$ cat config.mk
export PLATFORM = sky130hd
export DESIGN_NAME = line_sequencer
export DESIGN_NICKNAME = d
export VERILOG_FILES = /design/src/logic/ppu_bg_pkg.sv /design/src/logic/line_sequencer.sv
export SDC_FILE = /design/constraint.sdc
export NUM_CORES = 1
export LEC_CHECK = 0
export CAP_MARGIN = 20
export CORE_MARGIN = 2
export CORE_UTILIZATION = 45
export DETAILED_ROUTE_END_ITERATION = 8
export DONT_BUFFER_PORTS = 1
export PLACE_DENSITY_LB_ADDON = 0.12
export SYNTH_ARGS = -nofsm -noshare
export SYNTH_HDL_FRONTEND = slang
export SYNTH_SLANG_ARGS = --single-unit
export TNS_END_PERCENT = 20
$ cat constraint.sdc
create_clock -name clk -period 2.35 [get_ports clk]
set_input_delay 0.705 -clock clk [delete_from_list [all_inputs] [get_ports clk]]
set_output_delay 0.705 -clock clk [all_outputs]
set_load 0.02 [all_outputs]
$ cat src/logic/ppu_bg_pkg.sv
package ppu_bg_pkg;

  // Offsets into the 8 KiB video memory, which starts at 0x8000
  localparam logic [12:0] MAP_LOW_BASE       = 13'h1800;
  localparam logic [12:0] MAP_HIGH_BASE      = 13'h1C00;
  localparam logic [12:0] DATA_UNSIGNED_BASE = 13'h0000;
  localparam logic [12:0] DATA_SIGNED_BASE   = 13'h1000;

  // LCDC bit positions used by the background path
  localparam int LCDC_BG_MAP    = 3;
  localparam int LCDC_TILE_DATA = 4;
  localparam int LCDC_WIN_EN    = 5;
  localparam int LCDC_WIN_MAP   = 6;

  // Register set, held stable by the host for a whole line
  typedef struct packed {
    logic [7:0] lcdc;
    logic [7:0] scy;
    logic [7:0] scx;
    logic [7:0] ly;
    logic [7:0] wy;
    logic [7:0] wx;
    logic [7:0] bgp;
  } ppu_regs_t;

  // Per-line state handed from sequencer to fetcher
  typedef struct packed {
    logic       active;
    logic       window_visible;
    logic [7:0] window_line;
  } line_ctx_t;

  // Raw 2-bit color before BGP
  typedef logic [1:0] color_id_t;

  // Element 7 is the leftmost pixel, same order as the tile bytes
  typedef color_id_t [7:0] pixel_row_t;

  // Map byte, read as unsigned (LCDC.4 set) or signed (LCDC.4 clear)
  typedef union packed {
    logic [7:0]        unsigned_idx;
    logic signed [7:0] signed_idx;
  } tile_id_u;

  // One output pixel
  typedef struct packed {
    logic [7:0] x;
    logic [1:0] shade;
    logic       from_window;
  } pixel_out_t;

  // Host write into video memory
  typedef struct packed {
    logic [12:0] addr;
    logic [7:0]  data;
  } vram_wr_t;

endpackage
$ cat src/logic/line_sequencer.sv
`timescale 1ns/100ps

module line_sequencer #(
  parameter int SCREEN_WIDTH = 160
) (
  input  logic                  clk,
  input  logic                  reset,
  input  logic                  line_start,
  input  ppu_bg_pkg::ppu_regs_t regs,
  input  logic                  line_done,
  output ppu_bg_pkg::line_ctx_t ctx
);

  import ppu_bg_pkg::*;

  // WX - 7 can go negative, keep a sign bit and room for 255
  logic signed [9:0] win_x_signed;
  logic              visible_now;

  always_comb begin
    win_x_signed = $signed({2'b00, regs.wx}) - 10'sd7;
    // Window shows on this line once LY reaches WY and it starts on screen
    visible_now = regs.lcdc[LCDC_WIN_EN] &&
                  (regs.ly >= regs.wy) &&
                  (win_x_signed < $signed(10'(SCREEN_WIDTH)));
  end

  always_ff @(posedge clk or posedge reset) begin
    if (reset) begin
      ctx <= '0;
    end else if (line_start) begin
      ctx.active         <= 1'b1;
      ctx.window_visible <= visible_now;
      // First line of the frame restarts the window line counter
      if (regs.ly == 8'd0) begin
        ctx.window_line <= 8'd0;
      end
    end else if (line_done) begin
      ctx.active <= 1'b0;
      // Counter only moves on lines that actually drew the window
      if (ctx.window_visible) begin
        ctx.window_line <= ctx.window_line + 8'd1;
      end
    end
  end

  // Host must wait for line_done before the next line
  a_start_while_idle : assert property (
    @(posedge clk) disable iff (reset)
    line_start |-> !ctx.active
  );

endmodule

==> results by group <==
Synth
  – Cell area after synthesis: slightly above 700 um^2
  – Yosys top cell by area: dfrtp_1
  – Syn Area/Cell: 9.26 um^2
  – Post-synth EDFFs: 0
  – Warnings, synthesis: 0
  – FF+latch count, synth: 10
  – Top cells by area, synth: dfrtp_1, ha_1, xor2_1, inv_1, nand4_1
  – Mapped Cells: 77
  – Synth unique cells: 27
  – Synth top area share: a little over a third
  – Syn Nets: 146
  – Main synth FF type: dfrtp_1
  – Async set-reset flop share out of synthesis: 100%
  – Seq/Total Area, Yosys: 35.1%

STA
  – Fmax: approximately 600 MHz
  – Final Hold Vio Count: 0
  – Final worst path period share: 69.8%
  – Worst Tran Pin Value: 0.387 ns
  – Final Skew: around 0.0065 ns
  – Final Critical Period: roughly 1.6 ns
  – RSZ-0062 raised after global routing: no
  – Final setup TNS: 0 ns
  – Slew headroom: about three quarters
  – Final setup viols: 0
  – Max-slew violations: 0

Placement
  – Placed Instance Area: 737 um^2
  – IO Port Bufs: 0
  – RePlAce Congestion: 0.741
  – DP Wirelength: 1110 um

Detailed routing
  – Via count: 558
  – 1st-pass router iterations: 4
  – Starting DRT DRC Count: 5
  – # DRC: 0
  – Wire per inst: 13.8 um
  – Via density per instance: 5.75
  – Post-route ant nets: 0
  – WL final: 1330 um

Power
  – Combinational power share: 14.8%
  – Power Dens Cells: 611 mW/mm^2
  – Power share of the clock group: 33.0%
  – Sequential Power Share: 52.2%
  – Total leakage power: slightly above 0.4 nW
  – Peak VDD IR: around 0.32 mV
  – NetSw: between 0.15 and 0.2 mW
  – Power Internal: about 0.32 mW
  – Switching Share: about a third
  – Total power: around 0.47 mW

Floorplan
  – Starting Density: 47.9%
  – Die width: 43.8 um
  – Core area: 0.00149 mm^2
  – Std cell rows: 14
  – Die height: 43.8 um
  – Die area: 0.00192 mm^2
  – I/O pins: 70

Clock network
  – CTS max path bufs: 2
  – CTS tree: yes
  – Post-CTS Setup Inserts: 0
  – Root buf cell: clkbuf_4
  – CTS sink count: 10
  – Clk_lat worst skew: ~0.26 ns
  – H-tree depth: 1
  – Post_cts resized: 0
  – Num CTS Buffers: 3
  – Clk pin slew, worst setup/hold paths: 0.07 ns
  – Cts hold-fix bufs: 0

Final layout
  – Area occupied by registers: 250 um^2
  – Ant. Diodes: 0
  – Final net count: 151
  – Reg with most FFs: ctx
  – Area grow syn2layout: 8.42%
  – Fin util: 51.9%
  – # fillers: between 100 and 150
  – Design area: 773 um^2
  – Multi-input logic area: 414 um^2
  – Layout cells sized above 1: around 11%
  – Largest register FFs: 10
  – Top Registers: ctx: 10 flops

Critical path
  – Crit-path cells: or4_4 -> nor4_4 -> buf_4 -> nor2_1
  – Critical Path AT: about 1.8 ns
  – Crit path kind: in -> reg
  – Crit path required time: 2.50 ns
  – Critical Path Fanout Max: 5
  – Critical path endpoint category: register
  – Crit path launch type: primary input
  – CP max stage cell: or4_4
  – CP max stage delay: 0.53 ns

GRT
  – Number of global-route vias before repair: between 500 and 600
  – Total GRT Usage: between 10% and 20%
  – Gr ovfl total: 0
  – Largest net degree at the start of global routing: 11
  – Initial antenna violation count: 0
  – First-pass GRT wire length: 2280 um

Run
  – Total of max-cap violations: 0

Min path
  – Min-delay worst type: in -> async

Run status
  – Status: complete, no violations
==> through the flow <==
step | cells | hold WS (ns) | worst slack [ns]
detailed placement | 93 | 0.600 | 0.424
CTS | 97 | 0.317 | 0.696
global route | 97 | 0.338 | 0.639
floorplan | 77 | 0.545 | 0.441
finish | 97 | 0.301 | 0.709
global placement | 93 | 0.601 | 0.437
==> Yosys cell counts (2+ instances only) <==
master,count
a21o_1,2
and3_1,3
dfrtp_1,10
ha_1,9
inv_1,12
nand2_1,5
nand4_1,4
nor2_1,6
o21ai_0,3
xor2_1,6
==> critical path, delay by kind of cell <==
| family | cells | cell delay (ns) |
|---|---|---|
| AND/OR/NAND/NOR | 3 | 0.89 |
| buffers and inverters | 1 | 0.20 |
==> per-layer routing <==
| metal | up-vias | track usage (%) | part of all wire [%] |
|---|---|---|---|
| li1 | 279 | - | - |
| met1 | 251 | 21.4 | 48 |
| met2 | 28 | 24.1 | 44 |
| met3 | 0 | 7.08 | 8.7 |
| met4 | 0 | 1.82 | 0 |
| met5 | - | 0 | 0 |
==> final timing paths <==
path	start	endpoint	slack (ns)	cells after the start
max	regs[26]	ctx[3]	0.71	4
min	reset	ctx[5]	0.30	1
max reg2reg	ctx[8]	ctx[6]	1.07	4
min reg2reg	ctx[9]	ctx[9]	0.64	1
max in group asynchronous	reset	ctx[3]	1.77	1
min in group clk	line_start	ctx[9]	0.54	1
==> cell families (layout without fill, tap and decap cells) <==
| group | count (synthesis) | in the layout | synth area share [%] |
|---|---|---|---|
| AO/OA/AOI/OAI | 12 | 12 | 11.2 |
| XOR/XNOR | 6 | 6 | 7.37 |
| adder cells (fa/ha/maj) | 9 | 9 | 15.8 |
| buffers and inverters | 13 | 17 | 6.84 |
| flip-flops | 10 | 10 | 35.1 |
| AND/OR/NAND/NOR | 27 | 27 | 23.7 |
==> power by group through the flow <==
| stage | combinational, mW | sequential [mW] | clock, mW |
|---|---|---|---|
| 3_3_place_gp | 0.0676 | 0.249 | 0 |
| 5_1_grt | 0.0863 | 0.250 | 0.164 |
| 4_1_cts | 0.0715 | 0.246 | 0.159 |
| 2_1_floorplan | 0.0588 | 0.242 | 0 |
| 6_report | 0.0701 | 0.247 | 0.156 |
| 3_5_place_dp | 0.0705 | 0.250 | 0 |
==> cell usage in the layout, fill, tap and decap left out, types with 2 or more instances in the layout <==
| cell type | synthesis | final |
|---|---|---|
| a21o_1 | 2 | 2 |
| and3_1 | 3 | 3 |
| clkbuf_4 | 0 | 3 |
| dfrtp_1 | 10 | 10 |
| ha_1 | 9 | 9 |
| inv_1 | 12 | 12 |
| nand2_1 | 5 | 5 |
| nand4_1 | 4 | 4 |
| nor2_1 | 6 | 6 |
| o21ai_0 | 3 | 3 |
| xor2_1 | 6 | 6 |
==> area by class of cell <==
type	instances	area share, %
sequential	10	32.4
tap	16	2.59
inverter	12	5.83
timing repair buffer	1	0.971
multi-input combinational	54	53.6
clock buffer	4	4.69
No activity file was read; power rests on OpenSTA's default activity.
