File: config.mk
export PLATFORM = sky130hd
export DESIGN_NAME = bg_fetcher
export DESIGN_NICKNAME = d
export VERILOG_FILES = /design/src/logic/ppu_bg_pkg.sv /design/src/logic/bg_fetcher.sv
export SDC_FILE = /design/constraint.sdc
export NUM_CORES = 1
export LEC_CHECK = 0
export BUFFER_PORTS_ARGS = -buffer_cell sky130_fd_sc_hd__clkbuf_2
export CAP_MARGIN = 5
export CORE_MARGIN = 3
export CORE_UTILIZATION = 51
export CTS_BUF_LIST = sky130_fd_sc_hd__clkbuf_16
export CTS_CLUSTER_DIAMETER = 200
export CTS_CLUSTER_SIZE = 8
export DETAILED_ROUTE_END_ITERATION = 10
export HOLD_SLACK_MARGIN = 0.15
export PLACE_DENSITY = 0.78
export SLEW_MARGIN = 20
export SYNTH_ARGS = -nofsm -noshare
export SYNTH_HDL_FRONTEND = slang
export SYNTH_SLANG_ARGS = --single-unit
File: constraint.sdc
create_clock -name clk -period 4 [get_ports clk]
set_input_delay 0.8 -clock clk [delete_from_list [all_inputs] [get_ports clk]]
set_output_delay 0.8 -clock clk [all_outputs]
set_load 0.05 [all_outputs]
File: src/logic/ppu_bg_pkg.sv
package ppu_bg_pkg;

  // Offsets into the 8 KiB video memory, which starts at 0x8000
  localparam logic [12:0] MAP_LOW_BASE       = 13'h1800;
  localparam logic [12:0] MAP_HIGH_BASE      = 13'h1C00;
  localparam logic [12:0] DATA_UNSIGNED_BASE = 13'h0000;
  localparam logic [12:0] DATA_SIGNED_BASE   = 13'h1000;

  // LCDC bit positions used by the background path
  localparam int LCDC_BG_MAP    = 3;
  localparam int LCDC_TILE_DATA = 4;
  localparam int LCDC_WIN_EN    = 5;
  localparam int LCDC_WIN_MAP   = 6;

  // Register set, held stable by the host for a whole line
  typedef struct packed {
    logic [7:0] lcdc;
    logic [7:0] scy;
    logic [7:0] scx;
    logic [7:0] ly;
    logic [7:0] wy;
    logic [7:0] wx;
    logic [7:0] bgp;
  } ppu_regs_t;

  // Per-line state handed from sequencer to fetcher
  typedef struct packed {
    logic       active;
    logic       window_visible;
    logic [7:0] window_line;
  } line_ctx_t;

  // Raw 2-bit color before BGP
  typedef logic [1:0] color_id_t;

  // Element 7 is the leftmost pixel, same order as the tile bytes
  typedef color_id_t [7:0] pixel_row_t;

  // Map byte, read as unsigned (LCDC.4 set) or signed (LCDC.4 clear)
  typedef union packed {
    logic [7:0]        unsigned_idx;
    logic signed [7:0] signed_idx;
  } tile_id_u;

  // One output pixel
  typedef struct packed {
    logic [7:0] x;
    logic [1:0] shade;
    logic       from_window;
  } pixel_out_t;

  // Host write into video memory
  typedef struct packed {
    logic [12:0] addr;
    logic [7:0]  data;
  } vram_wr_t;

endpackage
File: src/logic/bg_fetcher.sv
`timescale 1ns/100ps

module bg_fetcher #(
  parameter int SCREEN_WIDTH = 160
) (
  input  logic                   clk,
  input  logic                   reset,
  input  ppu_bg_pkg::ppu_regs_t  regs,
  input  ppu_bg_pkg::line_ctx_t  ctx,
  output logic                   rd_en,
  output logic [12:0]            rd_addr,
  input  logic [7:0]             rd_data,
  input  logic                   row_empty,
  output logic                   row_load,
  output ppu_bg_pkg::pixel_row_t row,
  output logic                   row_from_window
);

  import ppu_bg_pkg::*;

  // Rows needed to cover one line
  localparam int NUM_TILES = (SCREEN_WIDTH + 7) / 8;

  typedef enum logic [2:0] {
    GET_TILE,
    GET_LOW,
    GET_HIGH,
    PUSH,
    LINE_END
  } fetch_state_t;

  fetch_state_t state;
  fetch_state_t next_read_state;
  // 0 = address out, 1 = data latched
  logic         phase;
  // Tile column on screen, counts pushes
  logic [5:0]   col;

  tile_id_u     tile_id;
  logic [7:0]   low_byte;
  logic [7:0]   high_byte;

  logic signed [9:0] win_x_signed;
  logic [7:0]        win_x_start;
  logic [8:0]        win_start_sum;
  logic [5:0]        win_start_tile;
  logic              window_active;
  logic [12:0]       map_base;
  logic [4:0]        map_x;
  logic [7:0]        map_y;
  logic [12:0]       map_addr;
  logic [12:0]       data_addr;
  logic [12:0]       read_addr;
  logic              push;

  // Tile row address from the map byte
  // Signed mode reaches 0x0800-0x17FF around DATA_SIGNED_BASE
  function automatic logic [12:0] tile_row_addr(input logic     unsigned_mode,
                                                input tile_id_u id,
                                                input logic [2:0] line);
    logic [12:0] base;
    logic [12:0] index_offset;
    if (unsigned_mode) begin
      base         = DATA_UNSIGNED_BASE;
      index_offset = {1'b0, id.unsigned_idx, 4'b0000};
    end else begin
      base         = DATA_SIGNED_BASE;
      // Sign extend index x16 to 13 bits
      index_offset = {id.signed_idx[7], id.signed_idx, 4'b0000};
    end
    tile_row_addr = base + index_offset + {9'd0, line, 1'b0};
  endfunction

  always_comb begin
    // max(0, WX - 7)
    win_x_signed = $signed({2'b00, regs.wx}) - 10'sd7;
    win_x_start  = (win_x_signed < 0) ? 8'd0 : win_x_signed[7:0];
    // First tile column drawn by the window, rounded up
    win_start_sum  = {1'b0, win_x_start} + 9'd7;
    win_start_tile = win_start_sum[8:3];

    window_active = ctx.window_visible && ({col, 3'b000} >= {1'b0, win_x_start});

    if (window_active) begin
      map_base = regs.lcdc[LCDC_WIN_MAP] ? MAP_HIGH_BASE : MAP_LOW_BASE;
      map_x    = 5'(col - win_start_tile);
      map_y    = ctx.window_line;
    end else begin
      map_base = regs.lcdc[LCDC_BG_MAP] ? MAP_HIGH_BASE : MAP_LOW_BASE;
      // Wraps at 32 columns and 256 lines
      map_x    = regs.scx[7:3] + col[4:0];
      map_y    = regs.scy + regs.ly;
    end

    // 32 map bytes per tile row
    map_addr  = map_base + {3'b000, map_y[7:3], map_x};
    data_addr = tile_row_addr(regs.lcdc[LCDC_TILE_DATA], tile_id, map_y[2:0]);

    // Address and follow-on state for the three read states
    case (state)
      GET_TILE: begin
        read_addr       = map_addr;
        next_read_state = GET_LOW;
      end
      GET_LOW: begin
        read_addr       = data_addr;
        next_read_state = GET_HIGH;
      end
      default: begin
        // High byte sits right after the low byte
        read_addr       = data_addr + 13'd1;
        next_read_state = PUSH;
      end
    endcase

    push = ctx.active && (state == PUSH) && row_empty;
  end

  always_ff @(posedge clk or posedge reset) begin
    if (reset) begin
      state    <= GET_TILE;
      phase    <= 1'b0;
      col      <= 6'd0;
      rd_en    <= 1'b0;
      rd_addr  <= 13'd0;
      row_load <= 1'b0;
    end else if (!ctx.active) begin
      // Idle between lines, next line starts at column 0
      state    <= GET_TILE;
      phase    <= 1'b0;
      col      <= 6'd0;
      rd_en    <= 1'b0;
      row_load <= 1'b0;
    end else begin
      row_load <= 1'b0;
      unique case (state)
        GET_TILE, GET_LOW, GET_HIGH: begin
          phase <= !phase;
          rd_en <= !phase;
          if (!phase) begin
            rd_addr <= read_addr;
          end else begin
            state <= next_read_state;
          end
        end
        PUSH: begin
          // Wait here until the shifter has drained
          if (row_empty) begin
            row_load <= 1'b1;
            col      <= col + 6'd1;
            state    <= (col == 6'(NUM_TILES - 1)) ? LINE_END : GET_TILE;
          end
        end
        LINE_END: begin
          // Line fully fetched, hold until active drops
          state <= LINE_END;
        end
      endcase
    end
  end

  // Fetched bytes and the outgoing row
  always_ff @(posedge clk) begin
    if (ctx.active && phase) begin
      if (state == GET_TILE) begin
        tile_id.unsigned_idx <= rd_data;
      end else if (state == GET_LOW) begin
        low_byte <= rd_data;
      end else if (state == GET_HIGH) begin
        high_byte <= rd_data;
      end
    end
    if (push) begin
      // Bit 7 of each byte is the leftmost pixel
      for (int i = 0; i < 8; i++) begin
        row[i] <= {high_byte[i], low_byte[i]};
      end
      row_from_window <= window_active;
    end
  end

  // Shifter never gets a row on top of pixels it still holds
  a_load_when_empty : assert property (
    @(posedge clk) disable iff (reset)
    row_load |-> row_empty
  );

endmodule

==> flow_summary.toml <==
[placed_design]
portBuffers = 84
routabilityCongestion = 0.791
post-dp-hpwl_mm = 5.49
pre_cts_ws_ps = -579

[timing]
setup_tns_ps = -36.1
period_share_pct = 101
setup_viol = 1
rsz0062_at_grt = "true"
max_clock_freq_mhz = 248
finalWorstSetupSlack_ps = -36.1
drv_slew = 0
finalHoldViolCount = 0
min_period_ps = 4040
slew_headroom_pct = 30.5
worstMarginPinSlew_ps = 1040
skew_ps = 5.23

[power_and_ir_drop]
peakVddDrop_mv = 0.346
p_leak_uw = 0.00204
p_per_area_nw_per_um2 = 438

[layout]
final_common_cell = "clkbuf_2"
fillCellCount = 461
ff_latch_area_sq_um = 1830
layout-drive-gt1-share_pct = 39.3
fin_nets = 510
n_antenna_cell = 0
layout_common_cells = "clkbuf_2 (82), edfxtp_1 (41), nand2_1 (28), buf_4 (28), nor2_1 (25)"
multiInputGateArea_sq_um = 1660
synthToLayoutAreaGrowth_pct = 35.4

[clocking]
path_clk_slew_ps = 50
postCtsHoldBufs = 0
cts_root_buf = "clkbuf_16"
cts_buffer_depth = 2
cts_buffers = 9
clock_latency_ps = 320
htreeDepth = 3
clock_sinks = 65
cts_tree = "done"

[detailed_routing]
post-route-drc-count = 0
dr.first_iter.drc_count = 142
vias_per_cell = 5.37
routed_wl_mm = 7.65
drtAntennaViolNets = 0
wl_per_cell_microns = 15.5
first_pass_iters = 4
num_vias = 2651

[yosys]
asyncSetResetFlopFracSynth_pct = 36.9
yosysWarnings = 0
ys_ff_latch = 65
yosys.area.top_type = "edfxtp_1"
synth_area_sq_um = 3420
ys.flop_type = "edfxtp_1"
synth_nets = 393
synth_edf_count = 41
ys_seq_area_share_pct = 53.5
synthCells = 295
synth.top_cell.area_share_pct = 36.0
synth_area_leaders = "edfxtp_1 (36%), dfrtp_1 (18%), ha_1 (6.9%)"
yosysUniqueCellTypes = 54
synth.avg_cell_area_sq_um = 11.6

[worst_setup_path]
required_ps = 4190
arrival_ps = 4230
max_stage_delay_ps = 370
critPathSlowestCell = "fa_2"
reg2reg_to = "rd_addr[4]"
worstSetupPathType = "primary input to flop"
r2r_start = "col[4]"
startpoint_type = "primary input"
worstRegToRegCells = 15
end_kind = "flop"
path_max_fanout = 5
crit_chain = "buf_8, ha_4, a211o_1, buf_4, o22ai_4, inv_2, ha_4, and4_1, nand2_1, a21oi_1, a21o_2, mux2_4, fa_2, nand2b_4, a21oi_4, xor2_2, buf_4, xnor2_2, nor2_2, a21oi_2, o221ai_2"
rrSetupSlack_ps = 750

[grt]
grt_pass1_wl_mm = 12.2
grt_max_degree = 28
track_usage_pct = 20.6
grt_pass1_vias = 2674
antenna_found_initial = 0
grt_overflow = 0

[worst_hold_path]
hold_path.class = "flop to flop"
min-delay-start = "high_byte[6]"
whs_path_depth = 0
holdPathEnd = "row[13]"

[floorplan]
dieArea_sq_um = 7730
core_area_sq_um = 6420
initial_core_util_pct = 53.3
fp.dieH_microns = 87.9
io_pins = 109
rows = 29
die_width_microns = 87.9

[flow_run]
maxCapViolCount = 0

[outcome]
violations = "setup timing"
status = "complete, but fails checks"
flip-flops by register name, summed over array words and instances (netlist names), 3 cells and up:
signal	cells
row	16
rd_addr	13
high_byte	8
low_byte	8
tile_id	8
col	6
state	3
area by class of cell:
type                    instances  area share (%)
repair buffers                114            14.5
clock inverters                 7            2.21
flip-flops and latches         65            39.5
multi-input cells             211            35.9
inverters                      11           0.945
clock buffers                   9            4.86
well taps                      77            2.08
worst max-delay path: cells and delay by family:
family,cells,cell delay (ps)
xor gates and xnor gates,2,290
AOI/OAI and AO/OA,7,1110
adders and majority gates,3,790
buffers and inverters,4,470
muxes,1,340
and+or+nand+nor,4,420
cell usage after synthesis, types with 3 or more instances:
cell type	instances
edfxtp_1	41
nand2_1	28
nor2_1	26
dfrtp_1	24
ha_1	19
a21oi_1	16
xor2_1	14
xnor2_1	12
inv_1	10
and2_1	8
nand3_1	7
clkbuf_1	6
o21ai_0	6
o21ai_1	6
nand2b_1	5
nor3_1	5
a21o_1	4
mux2i_1	4
nand4_1	4
a211oi_1	3
mux2_1	3
where the power goes:
part	internal (uW)	leakage, uW	switching, uW
registers	753	0.000681	25.9
logic	153	0.00119	268
clock network	552	0.000162	279
total	1460	0.00204	573
metal layers:
metal | GRT usage (%) | wire length [microns]
met2 | 36.4 | 3930
met4 | 6.14 | 117
met1 | 24.6 | 3160
met5 | 0 | 0
met3 | 5.36 | 444
cells by family (layout without fill, tap and decap cells):
kind of cell	after synthesis	after routing	synth area share, %
flops	65	65	53.5
mux	8	8	2.49
fa+ha+maj	21	21	8.11
buf+inv	19	141	2.52
compound gates	57	57	11.4
xor+xnor	26	26	6.65
simple gates	99	99	15.4
metrics by stage:
step	hold slack (ps)	utilization [%]	instances	power [uW]	cell area [sq um]
after floorplan	400	-	295	1060	3480
after global placement	401	64.6	472	1180	4150
after detailed placement	405	64.6	472	1190	4150
after CTS	415	71.1	493	2040	4570
final	416	72.2	494	2030	4640
after global routing	423	72.2	494	2120	4640
worst max-delay path by stage:
stage	start	endpoint	depth (start not counted)
after floorplan	regs[8]	rd_addr[4]	21
after global placement	regs[8]	rd_addr[4]	20
after detailed placement	regs[8]	rd_addr[4]	20
after CTS	regs[8]	rd_addr[4]	21
after global routing	regs[8]	rd_addr[4]	19
final	regs[8]	rd_addr[4]	21
repair_timing:
item,CTS,global route
pin swaps,9,7
gates cloned,0,0
setup buffers,5,2
gates resized for setup,8,11
setup endpoints to repair,1,2
No activity file was read; power rests on OpenSTA's default activity.
