## config.mk

```make
export PLATFORM = sky130hd
export DESIGN_NAME = bg_pixel_shifter
export DESIGN_NICKNAME = d
export VERILOG_FILES = /design/src/logic/ppu_bg_pkg.sv /design/src/logic/bg_pixel_shifter.sv
export SDC_FILE = /design/constraint.sdc
export NUM_CORES = 1
export LEC_CHECK = 0
export BUFFER_PORTS_ARGS = -buffer_cell sky130_fd_sc_hd__buf_2
export CELL_PAD_IN_SITES_DETAIL_PLACEMENT = 0
export CELL_PAD_IN_SITES_GLOBAL_PLACEMENT = 2
export CORE_AREA = 2 2 84 86
export DETAILED_ROUTE_END_ITERATION = 7
export DIE_AREA = 0 0 86 88
export PLACE_DENSITY = 0.72
export SETUP_SLACK_MARGIN = 0.4
export SYNTH_ARGS = -nofsm -noshare
export SYNTH_HDL_FRONTEND = slang
export SYNTH_SLANG_ARGS = --single-unit
export TNS_END_PERCENT = 10
```

## constraint.sdc

```tcl
create_clock -name clk -period 2.1 [get_ports clk]
set_input_delay 0.63 -clock clk [delete_from_list [all_inputs] [get_ports clk]]
set_output_delay 0.63 -clock clk [all_outputs]
set_load 0.01 [all_outputs]
```

## src/logic/ppu_bg_pkg.sv

```systemverilog
package ppu_bg_pkg;

  // Offsets into the 8 KiB video memory, which starts at 0x8000
  localparam logic [12:0] MAP_LOW_BASE       = 13'h1800;
  localparam logic [12:0] MAP_HIGH_BASE      = 13'h1C00;
  localparam logic [12:0] DATA_UNSIGNED_BASE = 13'h0000;
  localparam logic [12:0] DATA_SIGNED_BASE   = 13'h1000;

  // LCDC bit positions used by the background path
  localparam int LCDC_BG_MAP    = 3;
  localparam int LCDC_TILE_DATA = 4;
  localparam int LCDC_WIN_EN    = 5;
  localparam int LCDC_WIN_MAP   = 6;

  // Register set, held stable by the host for a whole line
  typedef struct packed {
    logic [7:0] lcdc;
    logic [7:0] scy;
    logic [7:0] scx;
    logic [7:0] ly;
    logic [7:0] wy;
    logic [7:0] wx;
    logic [7:0] bgp;
  } ppu_regs_t;

  // Per-line state handed from sequencer to fetcher
  typedef struct packed {
    logic       active;
    logic       window_visible;
    logic [7:0] window_line;
  } line_ctx_t;

  // Raw 2-bit color before BGP
  typedef logic [1:0] color_id_t;

  // Element 7 is the leftmost pixel, same order as the tile bytes
  typedef color_id_t [7:0] pixel_row_t;

  // Map byte, read as unsigned (LCDC.4 set) or signed (LCDC.4 clear)
  typedef union packed {
    logic [7:0]        unsigned_idx;
    logic signed [7:0] signed_idx;
  } tile_id_u;

  // One output pixel
  typedef struct packed {
    logic [7:0] x;
    logic [1:0] shade;
    logic       from_window;
  } pixel_out_t;

  // Host write into video memory
  typedef struct packed {
    logic [12:0] addr;
    logic [7:0]  data;
  } vram_wr_t;

endpackage
```

## src/logic/bg_pixel_shifter.sv

```systemverilog
`timescale 1ns/100ps

module bg_pixel_shifter #(
  parameter int SCREEN_WIDTH = 160
) (
  input  logic                   clk,
  input  logic                   reset,
  input  ppu_bg_pkg::ppu_regs_t  regs,
  input  logic                   row_load,
  input  ppu_bg_pkg::pixel_row_t row,
  input  logic                   row_from_window,
  output logic                   row_empty,
  output logic                   px_valid,
  output ppu_bg_pkg::pixel_out_t px,
  output logic                   line_done
);

  import ppu_bg_pkg::*;

  // Count of pixels still held in shift_q
  logic [3:0]  count;
  pixel_row_t  shift_q;
  logic        win_q;
  // Next x to emit
  logic [7:0]  x;
  logic        last_px;

  // Color c picks bgp[2c+1:2c]
  function automatic logic [1:0] map_shade(input logic [7:0] bgp, input color_id_t c);
    map_shade = bgp[{c, 1'b0} +: 2];
  endfunction

  assign row_empty = (count == 4'd0);
  assign last_px   = (x == 8'(SCREEN_WIDTH - 1));

  always_ff @(posedge clk or posedge reset) begin
    if (reset) begin
      count     <= 4'd0;
      x         <= 8'd0;
      px_valid  <= 1'b0;
      line_done <= 1'b0;
    end else begin
      px_valid  <= 1'b0;
      // One cycle after the last pixel of the line
      line_done <= px_valid && (px.x == 8'(SCREEN_WIDTH - 1));
      if (row_load) begin
        count <= 4'd8;
      end else if (!row_empty) begin
        px_valid <= 1'b1;
        if (last_px) begin
          // Line is full so the rest of the row is dropped
          count <= 4'd0;
          x     <= 8'd0;
        end else begin
          count <= count - 4'd1;
          x     <= x + 8'd1;
        end
      end
    end
  end

  // Row data and output pixel
  always_ff @(posedge clk) begin
    if (row_load) begin
      shift_q <= row;
      win_q   <= row_from_window;
    end else if (!row_empty) begin
      // Leftmost pixel leaves from the top
      shift_q        <= shift_q << 2;
      px.x           <= x;
      px.shade       <= map_shade(regs.bgp, shift_q[7]);
      px.from_window <= win_q;
    end
  end

endmodule

```

==> results of run 1 <==
==> flip-flops by register name, indices dropped and copies added, names as in the netlist <==
signal,cells
shift_q,16
win_q,1
count,4
x,8
line_done,1
px_valid,1
px,11
==> through the flow <==
stage,hold slack [ns],setup TNS [ns],total power [mW]
finish,0.380,-0.00109,3.09
global route,0.436,-0.0572,3.28
detailed placement,0.406,0,2.12
global placement,0.406,0,2.09
floorplan,0.400,0,1.87
CTS,0.410,-0.0115,3.03
==> routing by layer <==
layer  up-vias  GRT usage [%]  part of all wire, %
li1        583              -                    -
met1       553           12.2                   46
met2        32           15.7                   48
met3         6           2.92                  3.9
met4         0           4.76                  2.2
met5         -              0                    0
==> final timing paths <==
kind                           from         to  depth (start not counted)
max in group asynchronous     reset       x[3]                          2
setup / recovery           count[1]  row_empty                          5
hold reg to reg               win_q      px[0]                          0
setup reg to reg           count[1]       x[1]                          8
hold / removal                reset   count[1]                          2
min in group clk              win_q      px[0]                          0
==> power by group through the flow <==
stage	Clock, mW	Combinational [mW]	Sequential, mW
4_1_cts	0.778	0.857	1.39
6_report	0.760	0.942	1.39
3_3_place_gp	0	0.695	1.40
2_1_floorplan	0	0.476	1.39
3_5_place_dp	0	0.705	1.41
5_1_grt	0.808	1.05	1.43
==> area by class of cell <==
cell class                      instances  area [um2]
Sequential cell                        42        1190
Timing Repair Buffer                   59         382
Tap cell                               80         100
Multi-Input combinational cell         67         632
Clock inverter                          3        68.8
Fill cell                             651        4160
Inverter                                9        41.3
Clock buffer                            5        68.8
==> layout by cell type (no fill, tap or decap), types with 2 or more instances in the layout <==
master     Yosys  routed
buf_2          1      40
edfxtp_1      28      28
mux2_2        14      14
dfrtp_1       14      14
buf_4          0      11
buf_6          2       7
inv_1          8       6
nand2_1        6       5
clkbuf_8       0       5
o21ai_0        4       4
nand3_1        3       3
xnor2_1        3       3
and2_1         3       3
nor4_4         0       2
mux2i_1        2       2
nand4_1        2       2
nor4b_1        2       2
nor2_1         2       2
o211ai_1       2       2
a21oi_1        2       2
inv_2          0       2
mux4_2         2       2
ha_1           3       2
bufinv_16      0       2
==> what timing repair did <==
action / 4_1_cts / 5_1_grt
gates resized for setup: 13 / 6
setup endpoints to repair: 35 / 34
buffers inserted: 8 / 6
pin swaps: 3 / 4
==> logic make-up after synthesis <==
logic type | count (synthesis) | synth area share, %
AO/OA/AOI/OAI | 12 | 4.24
XOR/XNOR | 4 | 1.92
adder cells (fa/ha/maj) | 3 | 2.05
buffers and inverters | 13 | 3.97
flip-flops | 42 | 65.2
multiplexers | 19 | 13.0
AND/OR/NAND/NOR | 29 | 9.65
==> worst max-delay path, stage by stage (launching register included) <==
cell and delay [ns]:
dfrtp_1 0.39, inv_2 0.08, ha_4 0.13, or3b_4 0.41
inv_8 0.07, buf_6 0.09
==> impl_metrics.env, run 1 <==
export IMPL_status="finished with violations"
export IMPL_failed_checks="negative setup slack"
export IMPL_dpl_cell_area_um2=2150
export IMPL_synth_area_leader_cell="edfxtp_1"
export IMPL_wl_per_cell_um=13.5
export IMPL_grt_usage_pct=9.83
export IMPL_n_antenna_cell=0
export IMPL_synth_avg_cell_area_um2=15.0
export IMPL_tritoncts="done"
export IMPL_reg2reg_slack_ns=0.32
export IMPL_drtIter0Drc=60
export IMPL_synth_commonest_cells="28 x edfxtp_1, 14 x dfrtp_1, 14 x mux2_2"
export IMPL_cts_buffers=5
export IMPL_netlist_area_um2=1830
export IMPL_fmax_mhz=476
export IMPL_drive_gt1_share_pct=50.8
export IMPL_antenna_left=0
export IMPL_num_vias=1174
export IMPL_fin_cells=265
export IMPL_cap_viol_max_count=0
export IMPL_yosysMostFrequentCell="edfxtp_1"
export IMPL_synth_seq_cells=42
export IMPL_stdcell_area_um2=2480
export IMPL_setup_viol=1
export IMPL_yosys_most_used_dff="edfxtp_1"
export IMPL_setup_slack_ns=-0.00109
export IMPL_die_w_um=86
export IMPL_cp_max_fo=2
export IMPL_synth_top_area_share_pct=46.0
export IMPL_cts_sinks=42
export IMPL_die_y_um=88
export IMPL_dieArea_um2=7570
export IMPL_internal_power_mw=2.18
export IMPL_crit_path_end_kind="output port"
export IMPL_vias_per_cell=4.43
export IMPL_first_global_vias=1154
export IMPL_synth_area_leaders="edfxtp_1 46%, dfrtp_1 19%, mux2_2 8.6%"
export IMPL_finalCritPeriodShare_pct=100
export IMPL_hold_viol=0
export IMPL_num_io_pins=90
export IMPL_comb_power_share_pct=30.5
export IMPL_synthCells=122
export IMPL_grt_max_degree=18
export IMPL_cts_root_buf="clkbuf_8"
export IMPL_antenna_found_initial=0
export IMPL_swShare_pct=29.3
export IMPL_rsz0062_at_grt="yes"
export IMPL_wl_um=3580
export IMPL_port_buffers=41
export IMPL_dr_pass1_iters=4
export IMPL_rows=30
export IMPL_peakVddDrop_v=0.000353
export IMPL_synth_cell_type_count=35
export IMPL_initial_core_util_pct=27.5
export IMPL_areaGrowthSynthToFinish_pct=35.9
export IMPL_utilization_pct=37.4
export IMPL_cts_hold_buf=0
export IMPL_leakage_nw=1.01
export IMPL_final_nets=263
export IMPL_startpoint_type="flop"
export IMPL_cp_required_ns=1.47
export IMPL_insertion_delay_ns=0.29
export IMPL_p_sw_uw=905
export IMPL_path_class="flop to output port"
export IMPL_hp_class="primary input to async pin"
export IMPL_p_per_area_nw_per_um2=1240
export IMPL_async_flop_share_pct=33.3
export IMPL_final_max_slew_viol_count=0
export IMPL_place_congestion=0.744
export IMPL_synth_edf_count=28
export IMPL_overflow=0
export IMPL_cts_max_path_buffers=2
export IMPL_drc=0
export IMPL_synth_warnings=0
export IMPL_grt_pass1_wl_um=5620
export IMPL_pwr_share_seq_pct=44.9
export IMPL_dp_hpwl_um=2410
export IMPL_slew_headroom_pct=61.4
export IMPL_htree_levels=2
export IMPL_dp_cells=243
export IMPL_pre_cts_ws_ns=0.108
export IMPL_cp_arrival_ns=1.47
export IMPL_cts_reportedPaths_clkPinSlew_ns=0.08
export IMPL_core_um2=6640
export IMPL_clock_power_share_pct=24.6
export IMPL_syn_nets=201
export IMPL_tightest_slew_ns=0.578
export IMPL_fin_crit_ns=2.10
export IMPL_fin_skew_ns=0.00493
export IMPL_yosysSeqAreaShare_pct=65.2
No activity file was read; power rests on OpenSTA's default activity.
==> run 2: changes to the inputs <==
--- a/config.mk
+++ b/config.mk
@@ -12,6 +12,7 @@
 export DETAILED_ROUTE_END_ITERATION = 7
 export DIE_AREA = 0 0 86 88
 export PLACE_DENSITY = 0.72
+export RECOVER_POWER = 50
 export SETUP_SLACK_MARGIN = 0.4
 export SYNTH_ARGS = -nofsm -noshare
 export SYNTH_HDL_FRONTEND = slang
==> run 2 against run 1 <==
The run still ends with negative setup slack left; non-clock buffer count did not move; utilization shrank 0.094 points; flip-flop and latch count stayed put; clock power hardly changed; critical endpoint unchanged; largest power group unchanged.
==> impl_metrics.env, run 2 (synthesis results as in run 1) <==
export IMPL_rows=30
export IMPL_startpoint_type="flop"
export IMPL_fin_cells=265
export IMPL_path_cells="inv_2 -> ha_4 -> or3b_4 -> inv_8 -> buf_6"
export IMPL_slew_headroom_pct=49.8
export IMPL_dr_pass1_iters=4
export IMPL_dp_cells=243
export IMPL_fmax_mhz=476
export IMPL_cp_arrival_ns=1.47
export IMPL_core_um2=6640
export IMPL_leakage_nw=0.997
export IMPL_num_vias=1174
export IMPL_layout_common_cells="35 x buf_2, 28 x edfxtp_1, 14 x mux2_2, 14 x dfrtp_1, 11 x buf_4"
export IMPL_insertion_delay_ns=0.29
export IMPL_antenna_found_initial=0
export IMPL_utilization_pct=37.3
export IMPL_place_congestion=0.744
export IMPL_grt_usage_pct=9.83
export IMPL_die_y_um=88
export IMPL_finalCritPeriodShare_pct=100
export IMPL_setup_slack_ns=-0.00109
export IMPL_peakVddDrop_v=0.000353
export IMPL_final_common_cell="buf_2"
export IMPL_grt_max_degree=18
export IMPL_hold_viol=0
export IMPL_cts_root_buf="clkbuf_8"
export IMPL_top_register="shift_q"
export IMPL_slowest_stage="or3b_4"
export IMPL_cts_buffers=5
export IMPL_cts_sinks=42
export IMPL_htree_levels=2
export IMPL_grt_pass1_wl_um=5620
export IMPL_cp_required_ns=1.47
export IMPL_dieArea_um2=7570
export IMPL_fillers=653
export IMPL_cp_top_family="simple AND/OR/NAND/NOR gates"
export IMPL_tritoncts="done"
export IMPL_fin_skew_ns=0.00493
export IMPL_status="finished with violations"
export IMPL_areaGrowthSynthToFinish_pct=35.5
export IMPL_p_per_area_nw_per_um2=1250
export IMPL_antenna_left=0
export IMPL_cts_hold_buf=0
export IMPL_cap_viol_max_count=0
export IMPL_fin_crit_ns=2.10
export IMPL_setup_tns_ns=-0.00109
export IMPL_num_io_pins=90
export IMPL_overflow=0
export IMPL_port_buffers=41
export IMPL_drtIter0Drc=60
export IMPL_crit_path_end_kind="output port"
export IMPL_failed_checks="negative setup slack"
export IMPL_cts_max_path_buffers=2
export IMPL_die_w_um=86
export IMPL_first_global_vias=1154
export IMPL_final_nets=263
export IMPL_hp_class="primary input to async pin"
export IMPL_wl_per_cell_um=13.5
export IMPL_vias_per_cell=4.43
export IMPL_cp_max_fo=2
export IMPL_dp_hpwl_um=2410
export IMPL_top_regs="shift_q (16), px (11), x (8)"
export IMPL_path_class="flop to output port"
export IMPL_wl_um=3580
export IMPL_largest_reg_flops=16
export IMPL_setup_viol=1
export IMPL_critical_path_max_stage_delay_ns=0.41
export IMPL_tightest_slew_ns=0.752
export IMPL_cts_reportedPaths_clkPinSlew_ns=0.08
export IMPL_drive_gt1_share_pct=48.1
export IMPL_initial_core_util_pct=27.5
export IMPL_final_max_slew_viol_count=0
export IMPL_drc=0
export IMPL_rsz0062_at_grt="yes"
export IMPL_crit_buf_inv=3
export IMPL_n_antenna_cell=0
-- run 2: changes by cell type in the layout (fill, tap and decap cells not counted) --
cell | before | now
buf_2 | 40 | 35
clkbuf_1 | 0 | 5
-- run 2: final cells by class --
type | count | area, um2 | area share [%]
clock buffers | 5 | 68.8 | 2.78
clock inverters | 3 | 68.8 | 2.78
inverters | 9 | 41.3 | 1.67
repair buffers | 59 | 375 | 15.2
flip-flops and latches | 42 | 1190 | 48.1
well taps | 80 | 100 | 4.04
multi-input cells | 67 | 632 | 25.5
-- run 2: power by group --
group          total (mW)  switching [mW]  internal, mW
clock               0.760           0.283         0.476
combinational       0.938           0.436         0.502
sequential           1.39           0.186          1.20
-- run 2: per-layer routing --
metal,wire [um],vias to the layer above,share of wire (%),GRT usage [%]
met3,143,6,4.0,2.92
li1,-,583,-,-
met2,1710,32,48,15.7
met4,77,0,2.2,4.76
met1,1650,553,46,12.2
met5,0,-,0,0
-- run 2: path summary, 6_finish.rpt --
path                            startpoint        end  slack [ns]  depth (start not counted)
min in group clk                     win_q      px[0]        0.43                          0
worst max register to register    count[1]       x[1]        0.30                          8
worst min register to register       win_q      px[0]        0.43                          0
worst min-delay path                 reset   count[1]        0.38                          2
worst max-delay path              count[1]  row_empty      -0.001                          5
max in group asynchronous            reset       x[3]        1.34                          2
-- run 2: per-stage QoR --
| step | hold slack, ns | setup WS [ns] | cell area, um2 | power, mW |
|---|---|---|---|---|
| 4_1_cts | 0.410 | -0.0115 | 2400 | 3.03 |
| 6_report | 0.380 | -0.00109 | 2480 | 3.09 |
| 3_5_place_dp | 0.406 | 0.108 | 2150 | 2.12 |
| 3_3_place_gp | 0.406 | 0.122 | 2150 | 2.09 |
| 5_1_grt | 0.436 | -0.0572 | 2480 | 3.28 |
| 2_1_floorplan | 0.400 | 0.290 | 1830 | 1.87 |
-- run 2: timing repair --
| action | CTS | global route |
|---|---|---|
| setup endpoints to repair | 35 | 34 |
| buffers inserted | 8 | 6 |
| pin swaps | 3 | 4 |
| gates resized for setup | 13 | 6 |
